==> config.mk <==
export PLATFORM = sky130hd
export DESIGN_NAME = arb_top
export DESIGN_NICKNAME = d
export VERILOG_FILES = /design/src/source/arb_cfg_pkg.sv /design/src/source/arb_grant_pkg.sv /design/src/source/urgent_fixed_arb.sv /design/src/source/normal_rr_arb.sv /design/src/source/grant_merge.sv /design/src/source/arb_top.sv
export VERILOG_INCLUDE_DIRS = /design/src /design/src/include
export SDC_FILE = /design/constraint.sdc
export NUM_CORES = 1
export LEC_CHECK = 0
export ABC_CLOCK_PERIOD_IN_PS = 5400
export BUFFER_PORTS_ARGS = -buffer_cell sky130_fd_sc_hd__buf_2
export CAP_MARGIN = 25
export CORE_MARGIN = 1.5
export CORE_UTILIZATION = 40
export DETAILED_ROUTE_END_ITERATION = 10
export HOLD_SLACK_MARGIN = 0.02
export RECOVER_POWER = 50
export SYNTH_ARGS = -nofsm -noshare
export SYNTH_HDL_FRONTEND = slang
export SYNTH_SLANG_ARGS = --single-unit
==> constraint.sdc <==
create_clock -name clk -period 5.4 [get_ports clk]
set_input_delay 0 -clock clk [delete_from_list [all_inputs] [get_ports clk]]
set_output_delay 0 -clock clk [all_outputs]
set_load 0.05 [all_outputs]
==> src/include/arb_defines.svh <==
// ----------------------------------------------------------
// arbiter sizing
// requester count and grant index width for the two-chain
// kill arbiter
// ----------------------------------------------------------

`ifndef ARB_DEFINES_SVH
`define ARB_DEFINES_SVH

// number of requesters sharing the resource
// both kill chains and the merger are built this wide
`define ARB_NUM_REQS 8

// width of an encoded grant index
// must cover ARB_NUM_REQS-1
`define ARB_ID_W 3

`endif

==> src/source/arb_cfg_pkg.sv <==
// ----------------------------------------------------------
// arbiter configuration package
// policy opcode selecting how urgent marks are treated
// ----------------------------------------------------------

`default_nettype none

package arb_cfg_pkg;

  // arbitration policy
  // urgent-first runs the fixed chain ahead of round robin
  // flat drops urgent marks, leaving plain round robin
  typedef enum logic {
    pol_urgent_first = 1'b0,
    pol_flat         = 1'b1
  } arb_policy_e;

endpackage

`default_nettype wire

==> src/source/arb_grant_pkg.sv <==
// ----------------------------------------------------------
// grant result package
// source of a registered grant and the merger lock states
// ----------------------------------------------------------

`default_nettype none

package arb_grant_pkg;

  // which chain produced the registered grant
  typedef enum logic [1:0] {
    src_none   = 2'd0,
    src_urgent = 2'd1,
    src_normal = 2'd2
  } grant_src_e;

  // merger state
  // open lets the chains arbitrate every cycle
  // locked keeps the current holder and kills both chains
  typedef enum logic {
    ms_open   = 1'b0,
    ms_locked = 1'b1
  } merge_state_e;

endpackage

`default_nettype wire

==> src/source/urgent_fixed_arb.sv <==
// ----------------------------------------------------------
// urgent fixed-priority chain
// lowest pending urgent index wins, kill passed on to the
// round-robin chain
// ----------------------------------------------------------

`timescale 1ns/10ps
`default_nettype none

`include "arb_defines.svh"

module urgent_fixed_arb
  import arb_cfg_pkg::*;
(
  input  logic                     kin,
  input  logic [`ARB_NUM_REQS-1:0] urgent,
  input  logic [`ARB_NUM_REQS-1:0] req,
  input  arb_policy_e              policy,
  output logic [`ARB_NUM_REQS-1:0] grants,
  output logic                     kout
);

  localparam int N = `ARB_NUM_REQS;

  // urgent marks only count on a pending request
  // flat policy removes the whole urgent class
  logic [N-1:0] urgent_req;

  // kills[i] is high once a higher priority index has won
  logic [N:0]   kills;
  logic [N-1:0] grants_int;

  assign urgent_req = (policy == pol_flat) ? '0 : (urgent & req);

  // nothing above requester 0
  assign kills[0] = 1'b0;

  genvar i;
  generate
    for (i = 0; i < N; i++) begin : g_chain
      // win if pending and nobody above has won
      assign grants_int[i] = !kills[i] && urgent_req[i];
      // pass the kill down once anyone at or above has won
      assign kills[i+1]    = kills[i] || grants_int[i];
    end
  endgenerate

  // kin is applied after the chain so it is off the ripple path
  assign grants = grants_int & {N{~kin}};

  // downstream chain is killed by our own win or by our kin
  assign kout = kills[N] || kin;

endmodule

`default_nettype wire

==> src/source/normal_rr_arb.sv <==
// ----------------------------------------------------------
// round-robin chain
// variable priority kill chain unrolled twice, with a one-hot
// priority register that rotates past each winner
// ----------------------------------------------------------

`timescale 1ns/10ps
`default_nettype none

`include "arb_defines.svh"

module normal_rr_arb (
  input  logic                     clk,
  input  logic                     rstn,
  input  logic                     kin,
  input  logic [`ARB_NUM_REQS-1:0] req,
  output logic [`ARB_NUM_REQS-1:0] grants
);

  localparam int N = `ARB_NUM_REQS;

  // one-hot, the set bit marks the highest priority requester
  logic [N-1:0]   prio;
  logic [N-1:0]   prio_next;
  logic           prio_en;

  // chain unrolled twice so the wrap around needs no loop
  logic [2*N-1:0] prio_int;
  logic [2*N-1:0] req_int;
  logic [2*N-1:0] grants_int;
  logic [2*N-1:0] kills;

  // ----------------------------------------------------------
  // replicated kill chain
  // ----------------------------------------------------------

  // priority only marks the lower copy, the upper copy catches
  // the requesters below the priority index after the wrap
  assign prio_int = {{N{1'b0}}, prio};
  assign req_int  = {req, req};

  // entry kill set, so nothing before the priority slot can win
  assign kills[0] = 1'b1;

  genvar i;
  generate
    for (i = 0; i < 2*N; i++) begin : g_chain
      // the priority slot ignores the incoming kill
      assign grants_int[i] = prio_int[i] ? req_int[i] : (!kills[i] && req_int[i]);
      // last slot has no successor
      if (i < 2*N-1) begin : g_kill
        assign kills[i+1] = prio_int[i] ? grants_int[i] : (kills[i] || grants_int[i]);
      end
    end
  endgenerate

  // fold both copies together, then apply the kill from the urgent side
  assign grants = (grants_int[N-1:0] | grants_int[2*N-1:N]) & {N{~kin}};

  // ----------------------------------------------------------
  // priority register
  // ----------------------------------------------------------

  // advance only on our own grant, a kill leaves grants at zero
  assign prio_en   = |grants;

  // winner rotated left by one becomes the new top priority
  assign prio_next = {grants[N-2:0], grants[N-1]};

  always_ff @(posedge clk or negedge rstn) begin
    if (!rstn) begin
      // requester 0 first out of reset
      prio <= N'(1);
    end else if (prio_en) begin
      prio <= prio_next;
    end
  end

  // ----------------------------------------------------------
  // checks
  // ----------------------------------------------------------

  // rotation must never lose or duplicate the priority token
  a_prio_onehot : assert property (
    @(posedge clk) disable iff (!rstn)
    $onehot(prio)
  ) else $error("normal_rr_arb: priority register not one-hot");

  // both chain copies must never win at the same time
  a_grants_onehot0 : assert property (
    @(posedge clk) disable iff (!rstn)
    $onehot0(grants)
  ) else $error("normal_rr_arb: more than one grant");

endmodule

`default_nettype wire

==> src/source/grant_merge.sv <==
// ----------------------------------------------------------
// grant merger
// merges urgent and normal grants, registers the winner and
// runs the bus lock that freezes both chains
// ----------------------------------------------------------

`timescale 1ns/10ps
`default_nettype none

`include "arb_defines.svh"

module grant_merge
  import arb_grant_pkg::*;
(
  input  logic                     clk,
  input  logic                     rstn,
  input  logic [`ARB_NUM_REQS-1:0] urgent_grants,
  input  logic [`ARB_NUM_REQS-1:0] normal_grants,
  input  logic [`ARB_NUM_REQS-1:0] req,
  input  logic                     lock,
  output logic                     hold,
  output logic                     grant_valid,
  output logic [`ARB_NUM_REQS-1:0] grant,
  output logic [`ARB_ID_W-1:0]     grant_id,
  output grant_src_e               grant_src
);

  localparam int N = `ARB_NUM_REQS;

  merge_state_e           state;
  logic [N-1:0]           merged;
  logic [`ARB_ID_W-1:0]   merged_id;
  grant_src_e             merged_src;
  logic                   holder_keep;

  // ----------------------------------------------------------
  // merge and encode
  // ----------------------------------------------------------

  // kill chaining keeps the two vectors exclusive, a plain OR is enough
  assign merged = urgent_grants | normal_grants;

  // one-hot to index
  always_comb begin
    merged_id = '0;
    for (int i = 0; i < N; i++) begin
      if (merged[i]) begin
        merged_id = i[`ARB_ID_W-1:0];
      end
    end
  end

  // tag the winning chain
  always_comb begin
    if (|urgent_grants) begin
      merged_src = src_urgent;
    end else if (|normal_grants) begin
      merged_src = src_normal;
    end else begin
      merged_src = src_none;
    end
  end

  // ----------------------------------------------------------
  // lock state and grant registers
  // ----------------------------------------------------------

  // holder stays as long as its own request and the lock are both up
  assign holder_keep = lock && |(grant & req);

  // registered, so the kill path back into the chains has no loop
  assign hold = (state == ms_locked);

  always_ff @(posedge clk or negedge rstn) begin
    if (!rstn) begin
      state       <= ms_open;
      grant_valid <= 1'b0;
      grant       <= '0;
      grant_id    <= '0;
      grant_src   <= src_none;
    end else begin
      case (state)
        ms_open: begin
          // take whatever the chains produced this cycle
          grant_valid <= |merged;
          grant       <= merged;
          grant_id    <= merged_id;
          grant_src   <= merged_src;
          // lock seen together with a new grant
          if ((|merged) && lock) begin
            state <= ms_locked;
          end
        end
        ms_locked: begin
          // chains are killed here, so only the holder matters
          // release leaves one empty cycle before arbitration resumes
          if (!holder_keep) begin
            state       <= ms_open;
            grant_valid <= 1'b0;
            grant       <= '0;
            grant_id    <= '0;
            grant_src   <= src_none;
          end
        end
        default: begin
          state <= ms_open;
        end
      endcase
    end
  end

  // ----------------------------------------------------------
  // checks
  // ----------------------------------------------------------

  // urgent kout must have killed the round-robin chain
  a_grants_exclusive : assert property (
    @(posedge clk) disable iff (!rstn)
    !((|urgent_grants) && (|normal_grants))
  ) else $error("grant_merge: urgent and normal grant in one cycle");

  a_grant_onehot : assert property (
    @(posedge clk) disable iff (!rstn)
    grant_valid |-> $onehot(grant)
  ) else $error("grant_merge: valid grant not one-hot");

endmodule

`default_nettype wire

==> src/source/arb_top.sv <==
// ----------------------------------------------------------
// shared resource arbiter top
// urgent fixed chain ripples its kill into the round-robin
// chain, the merger registers the winner and holds locks
// ----------------------------------------------------------

`timescale 1ns/10ps
`default_nettype none

`include "arb_defines.svh"

module arb_top
  import arb_cfg_pkg::*;
  import arb_grant_pkg::*;
(
  input  logic                     clk,
  input  logic                     rstn,
  input  logic [`ARB_NUM_REQS-1:0] req,
  input  logic [`ARB_NUM_REQS-1:0] urgent,
  input  logic                     lock,
  input  arb_policy_e              policy,
  output logic                     grant_valid,
  output logic [`ARB_NUM_REQS-1:0] grant,
  output logic [`ARB_ID_W-1:0]     grant_id,
  output grant_src_e               grant_src
);

  logic [`ARB_NUM_REQS-1:0] urgent_grants;
  logic [`ARB_NUM_REQS-1:0] normal_grants;
  // urgent win or lock hold, kills the round-robin chain
  logic                     urgent_kout;
  // lock hold from the merger, head of the kill ripple
  logic                     hold;

  urgent_fixed_arb u_urgent (
    .kin    (hold),
    .urgent (urgent),
    .req    (req),
    .policy (policy),
    .grants (urgent_grants),
    .kout   (urgent_kout)
  );

  normal_rr_arb u_normal (
    .clk    (clk),
    .rstn   (rstn),
    .kin    (urgent_kout),
    .req    (req),
    .grants (normal_grants)
  );

  grant_merge u_merge (
    .clk           (clk),
    .rstn          (rstn),
    .urgent_grants (urgent_grants),
    .normal_grants (normal_grants),
    .req           (req),
    .lock          (lock),
    .hold          (hold),
    .grant_valid   (grant_valid),
    .grant         (grant),
    .grant_id      (grant_id),
    .grant_src     (grant_src)
  );

endmodule

`default_nettype wire

==> results of run 1 <==
-- through the flow --
step	setup slack, ns	util (%)	cells	total power, mW
after floorplan	3.31	-	175	0.632
after global placement	3.00	46.9	250	0.753
after detailed placement	3.01	46.9	250	0.752
after CTS	2.99	48.7	256	0.864
after global routing	2.75	48.4	256	0.921
final	2.88	48.4	256	0.859
-- state kept, by name (all words and copies together), names as in the netlist --
| name | cells |
|---|---|
| u_merge.grant_valid | 1 |
| u_normal.prio | 8 |
| u_merge.grant | 8 |
| u_merge.hold | 1 |
| u_merge.grant_src | 2 |
| u_merge.grant_id | 3 |
-- metal layers --
layer | share of wire, % | GRT usage [%] | up-vias | wire length (µm)
met5 | 0 | 0 | - | 0
met4 | 1.8 | 7.45 | 0 | 80
met3 | 6.4 | 3.65 | 10 | 288
met2 | 47 | 38.0 | 70 | 2120
met1 | 44 | 31.0 | 752 | 1980
li1 | - | - | 738 | -
-- worst min-delay path, delay by kind of cell --
| kind | cells | cell delay, ns |
|---|---|---|
| simple gates | 1 | 0.10 |
| buf+inv | 1 | 0.17 |
| compound gates | 1 | 0.07 |
-- logic make-up (layout without fill, tap and decap cells) --
group           count (synthesis)  in the layout  synth area share (%)
buf+inv                        20             53                  5.81
mux                             3              3                  2.21
compound gates                 65             65                  32.1
flops                          23             23                  37.7
simple gates                   64             64                  22.2
-- layout make-up --
| cell class | instances | share of cell area, % |
|---|---|---|
| sequential | 23 | 32.5 |
| inverter | 14 | 2.96 |
| tap | 48 | 3.39 |
| timing repair buffer | 35 | 9.88 |
| clock buffer | 4 | 2.54 |
| multi-input combinational | 132 | 48.7 |
-- where the power goes --
part	internal, mW	switching (mW)
logic	0.140	0.322
registers	0.234	0.0533
clock network	0.0527	0.0573
total	0.427	0.432
-- cells in the mapped netlist (3+ instances only) --
library cell	n	area, µm²
nand2b_1	3	18.8
nand3_1	5	25.0
nand2_1	16	60.1
o31ai_1	5	37.5
a31oi_1	4	25.0
buf_4	3	22.5
o211ai_1	5	37.5
dfrtp_1	22	551
nor2_1	15	56.3
nor3_1	4	20.0
a21o_1	4	30.0
or3_1	3	18.8
mux2_2	3	33.8
o21ai_1	3	15.0
o22ai_1	3	18.8
a22oi_1	7	52.6
a21oi_1	9	45.0
a211oi_1	4	30.0
inv_1	13	48.8
-- final timing paths --
kind	from	endpoint	slack (ns)	cells after the start
max	u_normal.prio[0]	u_merge.grant_id[1]	2.88	7
min	req[1]	u_normal.prio[2]	0.11	3
max reg2reg	u_normal.prio[0]	u_merge.grant_id[1]	2.88	7
min reg2reg	u_merge.grant_src[1]	u_merge.grant_src[1]	0.49	2
max in group asynchronous	rstn	u_merge.grant_id[1]	4.07	2
min in group asynchronous	rstn	u_normal.prio[6]	0.54	2
==> impl_metrics.json, run 1 <==
{
  "syn_area_um2": 1530,
  "ios": 34,
  "synth_area_per_cell_um2": 8.74,
  "cp-start-kind": "flip-flop",
  "path_cells": "nand2b_1, a221o_2, a21oi_1, a21oi_2, o32ai_1, nor2_1, o311ai_1",
  "worstSetupEndpointType": "flip-flop",
  "nets": 229,
  "drv_slew": 0,
  "synth_warnings": 0,
  "wl_um": 4470,
  "io_buffers": 33,
  "dp_hpwl_um": 3380,
  "setup_viol": 0,
  "hold_class": "input pin to flip-flop",
  "relSlewSlack_pct": 11.6,
  "core_area_um2": 3660,
  "rsz0062_at_grt": "no",
  "finClkSkew_ns": 0.00796,
  "clockBufferDepth": 2,
  "leakage_nw": 0.822,
  "drive_gt1_share_pct": 21.6,
  "dieArea_um2": 4200,
  "clkSlewWorstSetupHoldPaths_ns": 0.09,
  "crit_slowest_cell": "o32ai_1",
  "die_w_um": 64.8,
  "max_stage_delay_ns": 0.57,
  "dr_total_vias": 1570,
  "hold_ws_ns": 0.113,
  "regArea_um2": 577,
  "post_cts_resized": 0,
  "path_delay_family": "compound AO/OA/AOI/OAI gates",
  "path_max_fanout": 6,
  "gp_congestion": 0.909,
  "cts_root_buf": "clkbuf_8",
  "setup_tns_ns": 0,
  "die_h_um": 64.8,
  "viasPerCell": 6.13,
  "yosysUniqueCellTypes": 54,
  "period_minus_slack_ns": 2.52,
  "grt_pass1_wl_um": 7560,
  "crit_arrival_ns": 2.68,
  "cap_violations": 0,
  "power_density_nw_per_um2": 485,
  "grt_pass1_vias": 1542,
  "finalCritPeriodShare_pct": 46.6,
  "cts.htree.levels": 1,
  "worstMarginPinSlew_ns": 1.33,
  "vdd_drop_max_v": 0.000218,
  "outcome": "finished, final reports clean",
  "finalHoldViolCount": 0,
  "syn_to_final_growth_pct": 16.0,
  "ys.flop_type": "dfrtp_1",
  "clock-sinks": 23,
  "antennaDiodeCount": 0,
  "cp.required_ns": 5.56,
  "insertion_delay_ns": 0.27,
  "dr.pass1.iters": 5,
  "grt_max_degree": 24,
  "cts_buffers": 3,
  "final_cell_mix": "25 x buf_2, 22 x dfrtp_1, 16 x nand2_1, 15 x nor2_1, 13 x inv_1",
  "grt_usage_pct": 23.1,
  "final_common_cell": "buf_2",
  "synth_seq_cells": 23,
  "synth_nets": 195,
  "routedWlPerCell_um": 17.5,
  "fmaxAchievable_ghz": 0.397,
  "cts_setup_buffers": 0,
  "multiInputGateArea_um2": 863,
  "initial_core_util_pct": 41.8,
  "placed_area_um2": 1720,
  "crit_buf_inv": 0,
  "nFillCells": 366,
  "async_flop_share_pct": 100,
  "criticalPathCategory": "flip-flop to flip-flop",
  "syn_inst": 175,
  "overflow": 0,
  "ys_seq_area_share_pct": 37.7,
  "antenna_found_initial": 0,
  "stdcell_area_um2": 1770,
  "final_antenna_net_count": 0,
  "drt_iter0_drc": 102,
  "ctsHoldBuffers": 2,
  "drc": 0,
  "cts_tree": "built",
  "synth_edf_count": 0,
  "rows": 22
}
Power figures use the tool's default switching activity.
==> run 2, diff against run 1 <==
Settings changed: ABC_CLOCK_PERIOD_IN_PS 5400 to 2000.
Clock period 5.4 ns to 2 ns, I/O delays scaled along.
==> run 2 against run 1 <==
  * The run now ends with setup timing left
  * Final cell count grew 25%
  * Critical path depth rose by 1
  * Global-route usage grew 5.5 points
  * Critical endpoint is now u_merge.grant_id[0]
==> impl_metrics.json, run 2 (same netlist as run 1, synthesis figures left out) <==
{
  "setup_tns_ns": -5.16,
  "vdd_drop_max_v": 0.000891,
  "cap_violations": 0,
  "clock-sinks": 23,
  "routedWlPerCell_um": 18.5,
  "setup_ws_ns": -0.366,
  "final_cell_mix": "58 x buf_4, 32 x buf_2, 20 x dfrtp_1, 15 x nand2_1",
  "cts_root_buf": "clkbuf_8",
  "antenna_found_initial": 0,
  "power_frac_comb_pct": 66.0,
  "finClkSkew_ns": 0.00168,
  "max_stage_delay_ns": 0.56,
  "hold_end": "u_merge.grant[7]",
  "drc": 0,
  "min_path_cells": 5,
  "clockBufferDepth": 2,
  "rows": 22,
  "cts_tree": "built",
  "worstReg2RegStart": "u_normal.prio[0]",
  "dr_total_vias": 1878,
  "intPower_mw": 1.64,
  "finalHoldViolCount": 0,
  "setup_viol": 21,
  "ios": 34,
  "path_delay_family": "compound AO/OA/AOI/OAI gates",
  "grt_max_degree": 24,
  "wl_um": 5890,
  "leakage_nw": 1.20,
  "final_antenna_net_count": 0,
  "path_cells": "nand2b_1, a221o_2, a21oi_2, a21oi_2, o22a_4, buf_12, a211oi_1, nor3_1",
  "initial_core_util_pct": 41.8,
  "p_switching_mw": 1.48,
  "clkSlewWorstSetupHoldPaths_ns": 0.09,
  "crit_arrival_ns": 2.51,
  "die_w_um": 64.8,
  "finalCritPeriodShare_pct": 118,
  "r2r-end": "u_merge.grant_id[0]",
  "dp_hpwl_um": 4030,
  "reg2regPathDepth": 8,
  "viasPerCell": 5.89,
  "core_area_um2": 3660,
  "power_density_nw_per_um2": 1250,
  "die_h_um": 64.8,
  "seqPwrFrac_pct": 24.3,
  "nets": 292,
  "drive_gt1_share_pct": 52.0,
  "grt_pass1_wl_um": 9180,
  "postLayoutCoreUtil_pct": 67.9,
  "reg_top3": "u_merge.grant x8, u_normal.prio x8, u_merge.grant_id x3",
  "path_max_fanout": 5,
  "crit_slowest_cell": "dfstp_2",
  "reg2reg_setup_slack_ns": -0.37,
  "antennaDiodeCount": 0,
  "relSlewSlack_pct": 10.3,
  "gp_congestion": 0.983,
  "p_total_mw": 3.12,
  "rsz0062_at_grt": "yes",
  "final_common_cell": "buf_4",
  "violations": "setup timing",
  "insertion_delay_ns": 0.26,
  "crit_buf_inv": 1,
  "period_minus_slack_ns": 2.37,
  "syn_to_final_growth_pct": 62.7,
  "swShare_pct": 47.4,
  "fmaxAchievable_ghz": 0.423,
  "path_common_cell": "a21oi_2",
  "worstMarginPinSlew_ns": 1.35,
  "outcome": "finished with violations",
  "criticalPathCategory": "flip-flop to flip-flop",
  "dr.pass1.iters": 4,
  "drv_slew": 0,
  "cp-start-kind": "flip-flop",
  "grt_pass1_vias": 1900,
  "overflow": 0,
  "hold_class": "input pin to flip-flop",
  "min_from": "urgent[7]",
  "io_buffers": 33,
  "grt_usage_pct": 28.6,
  "worstSetupEndpointType": "flip-flop",
  "dieArea_um2": 4200,
  "drt_iter0_drc": 170,
  "cts.htree.levels": 1,
  "cp.required_ns": 2.14,
  "cts_buffers": 3,
  "clockPowerShare_pct": 9.7
}
-- run 2: changes by cell type in the layout (fill, tap and decap cells not counted), sizes merged --
| cell | before | now |
|---|---|---|
| buf | 25 | 95 |
| clkbuf | 12 | 5 |
-- run 2: power by group through the flow --
stage / combinational [mW] / clock [mW] / sequential, mW
2_1_floorplan: 0.655 / 0 / 1.07
3_3_place_gp: 1.57 / 0 / 0.752
3_5_place_dp: 1.58 / 0 / 0.760
4_1_cts: 1.85 / 0.306 / 0.754
5_1_grt: 2.17 / 0.318 / 0.781
6_report: 2.06 / 0.301 / 0.757
-- run 2: metal layers --
layer  vias up  wire length, µm  GRT usage, %
li1        871                -             -
met1       901             2420          35.2
met2        92             2970          48.3
met3        14              342          5.03
met4         0              155          13.8
met5         -                0             0
-- run 2: how the worst max path moves through the flow --
stage                           startpoint             endpoint  slack (ns)  cells past startpoint
after floorplan           u_normal.prio[0]     u_normal.prio[3]       -0.04                      7
after global placement    u_normal.prio[0]  u_merge.grant_id[0]       -0.42                      7
after detailed placement  u_normal.prio[0]  u_merge.grant_id[1]       -0.33                      7
after CTS                 u_normal.prio[0]     u_normal.prio[3]       -0.19                      7
after global routing      u_normal.prio[0]  u_merge.grant_id[0]       -0.45                      7
final                     u_normal.prio[0]  u_merge.grant_id[0]       -0.37                      8
-- run 2: tightest hold or removal path, stage by stage --
cell and delay [ns]:
buf_2 0.09, nand2_1 0.10, nor3_1 0.09, inv_1 0.08, a31oi_1 0.07
-- run 2: layout make-up --
class                   instances  area (µm²)
inverters                      14        52.6
flip-flops and latches         23         579
repair buffers                 98         684
well taps                      48        60.1
multi-input cells             132        1070
clock buffers                   4        45.0
fillers                       318        1170
-- run 2: stage by stage --
stage / setup slack [ns] / cell area, µm² / hold WS [ns] / cells
detailed placement: -0.335 / 2100 / 0.0200 / 299
global placement: -0.425 / 2100 / 0.00151 / 299
finish: -0.366 / 2490 / 0.195 / 319
global route: -0.448 / 2490 / 0.209 / 319
floorplan: -0.0417 / 1540 / -0.296 / 175
CTS: -0.192 / 2360 / 0.190 / 316
-- run 2: repair_timing --
| item | CTS | global route |
|---|---|---|
| gates cloned | 0 | 0 |
| setup buffers | 11 | 8 |
| pin swaps | 11 | 16 |
| setup endpoints to repair | 18 | 21 |
| gates resized for setup | 18 | 19 |
| endpoints found under the hold margin | 23 | 0 |
| hold buffers | 2 | 0 |
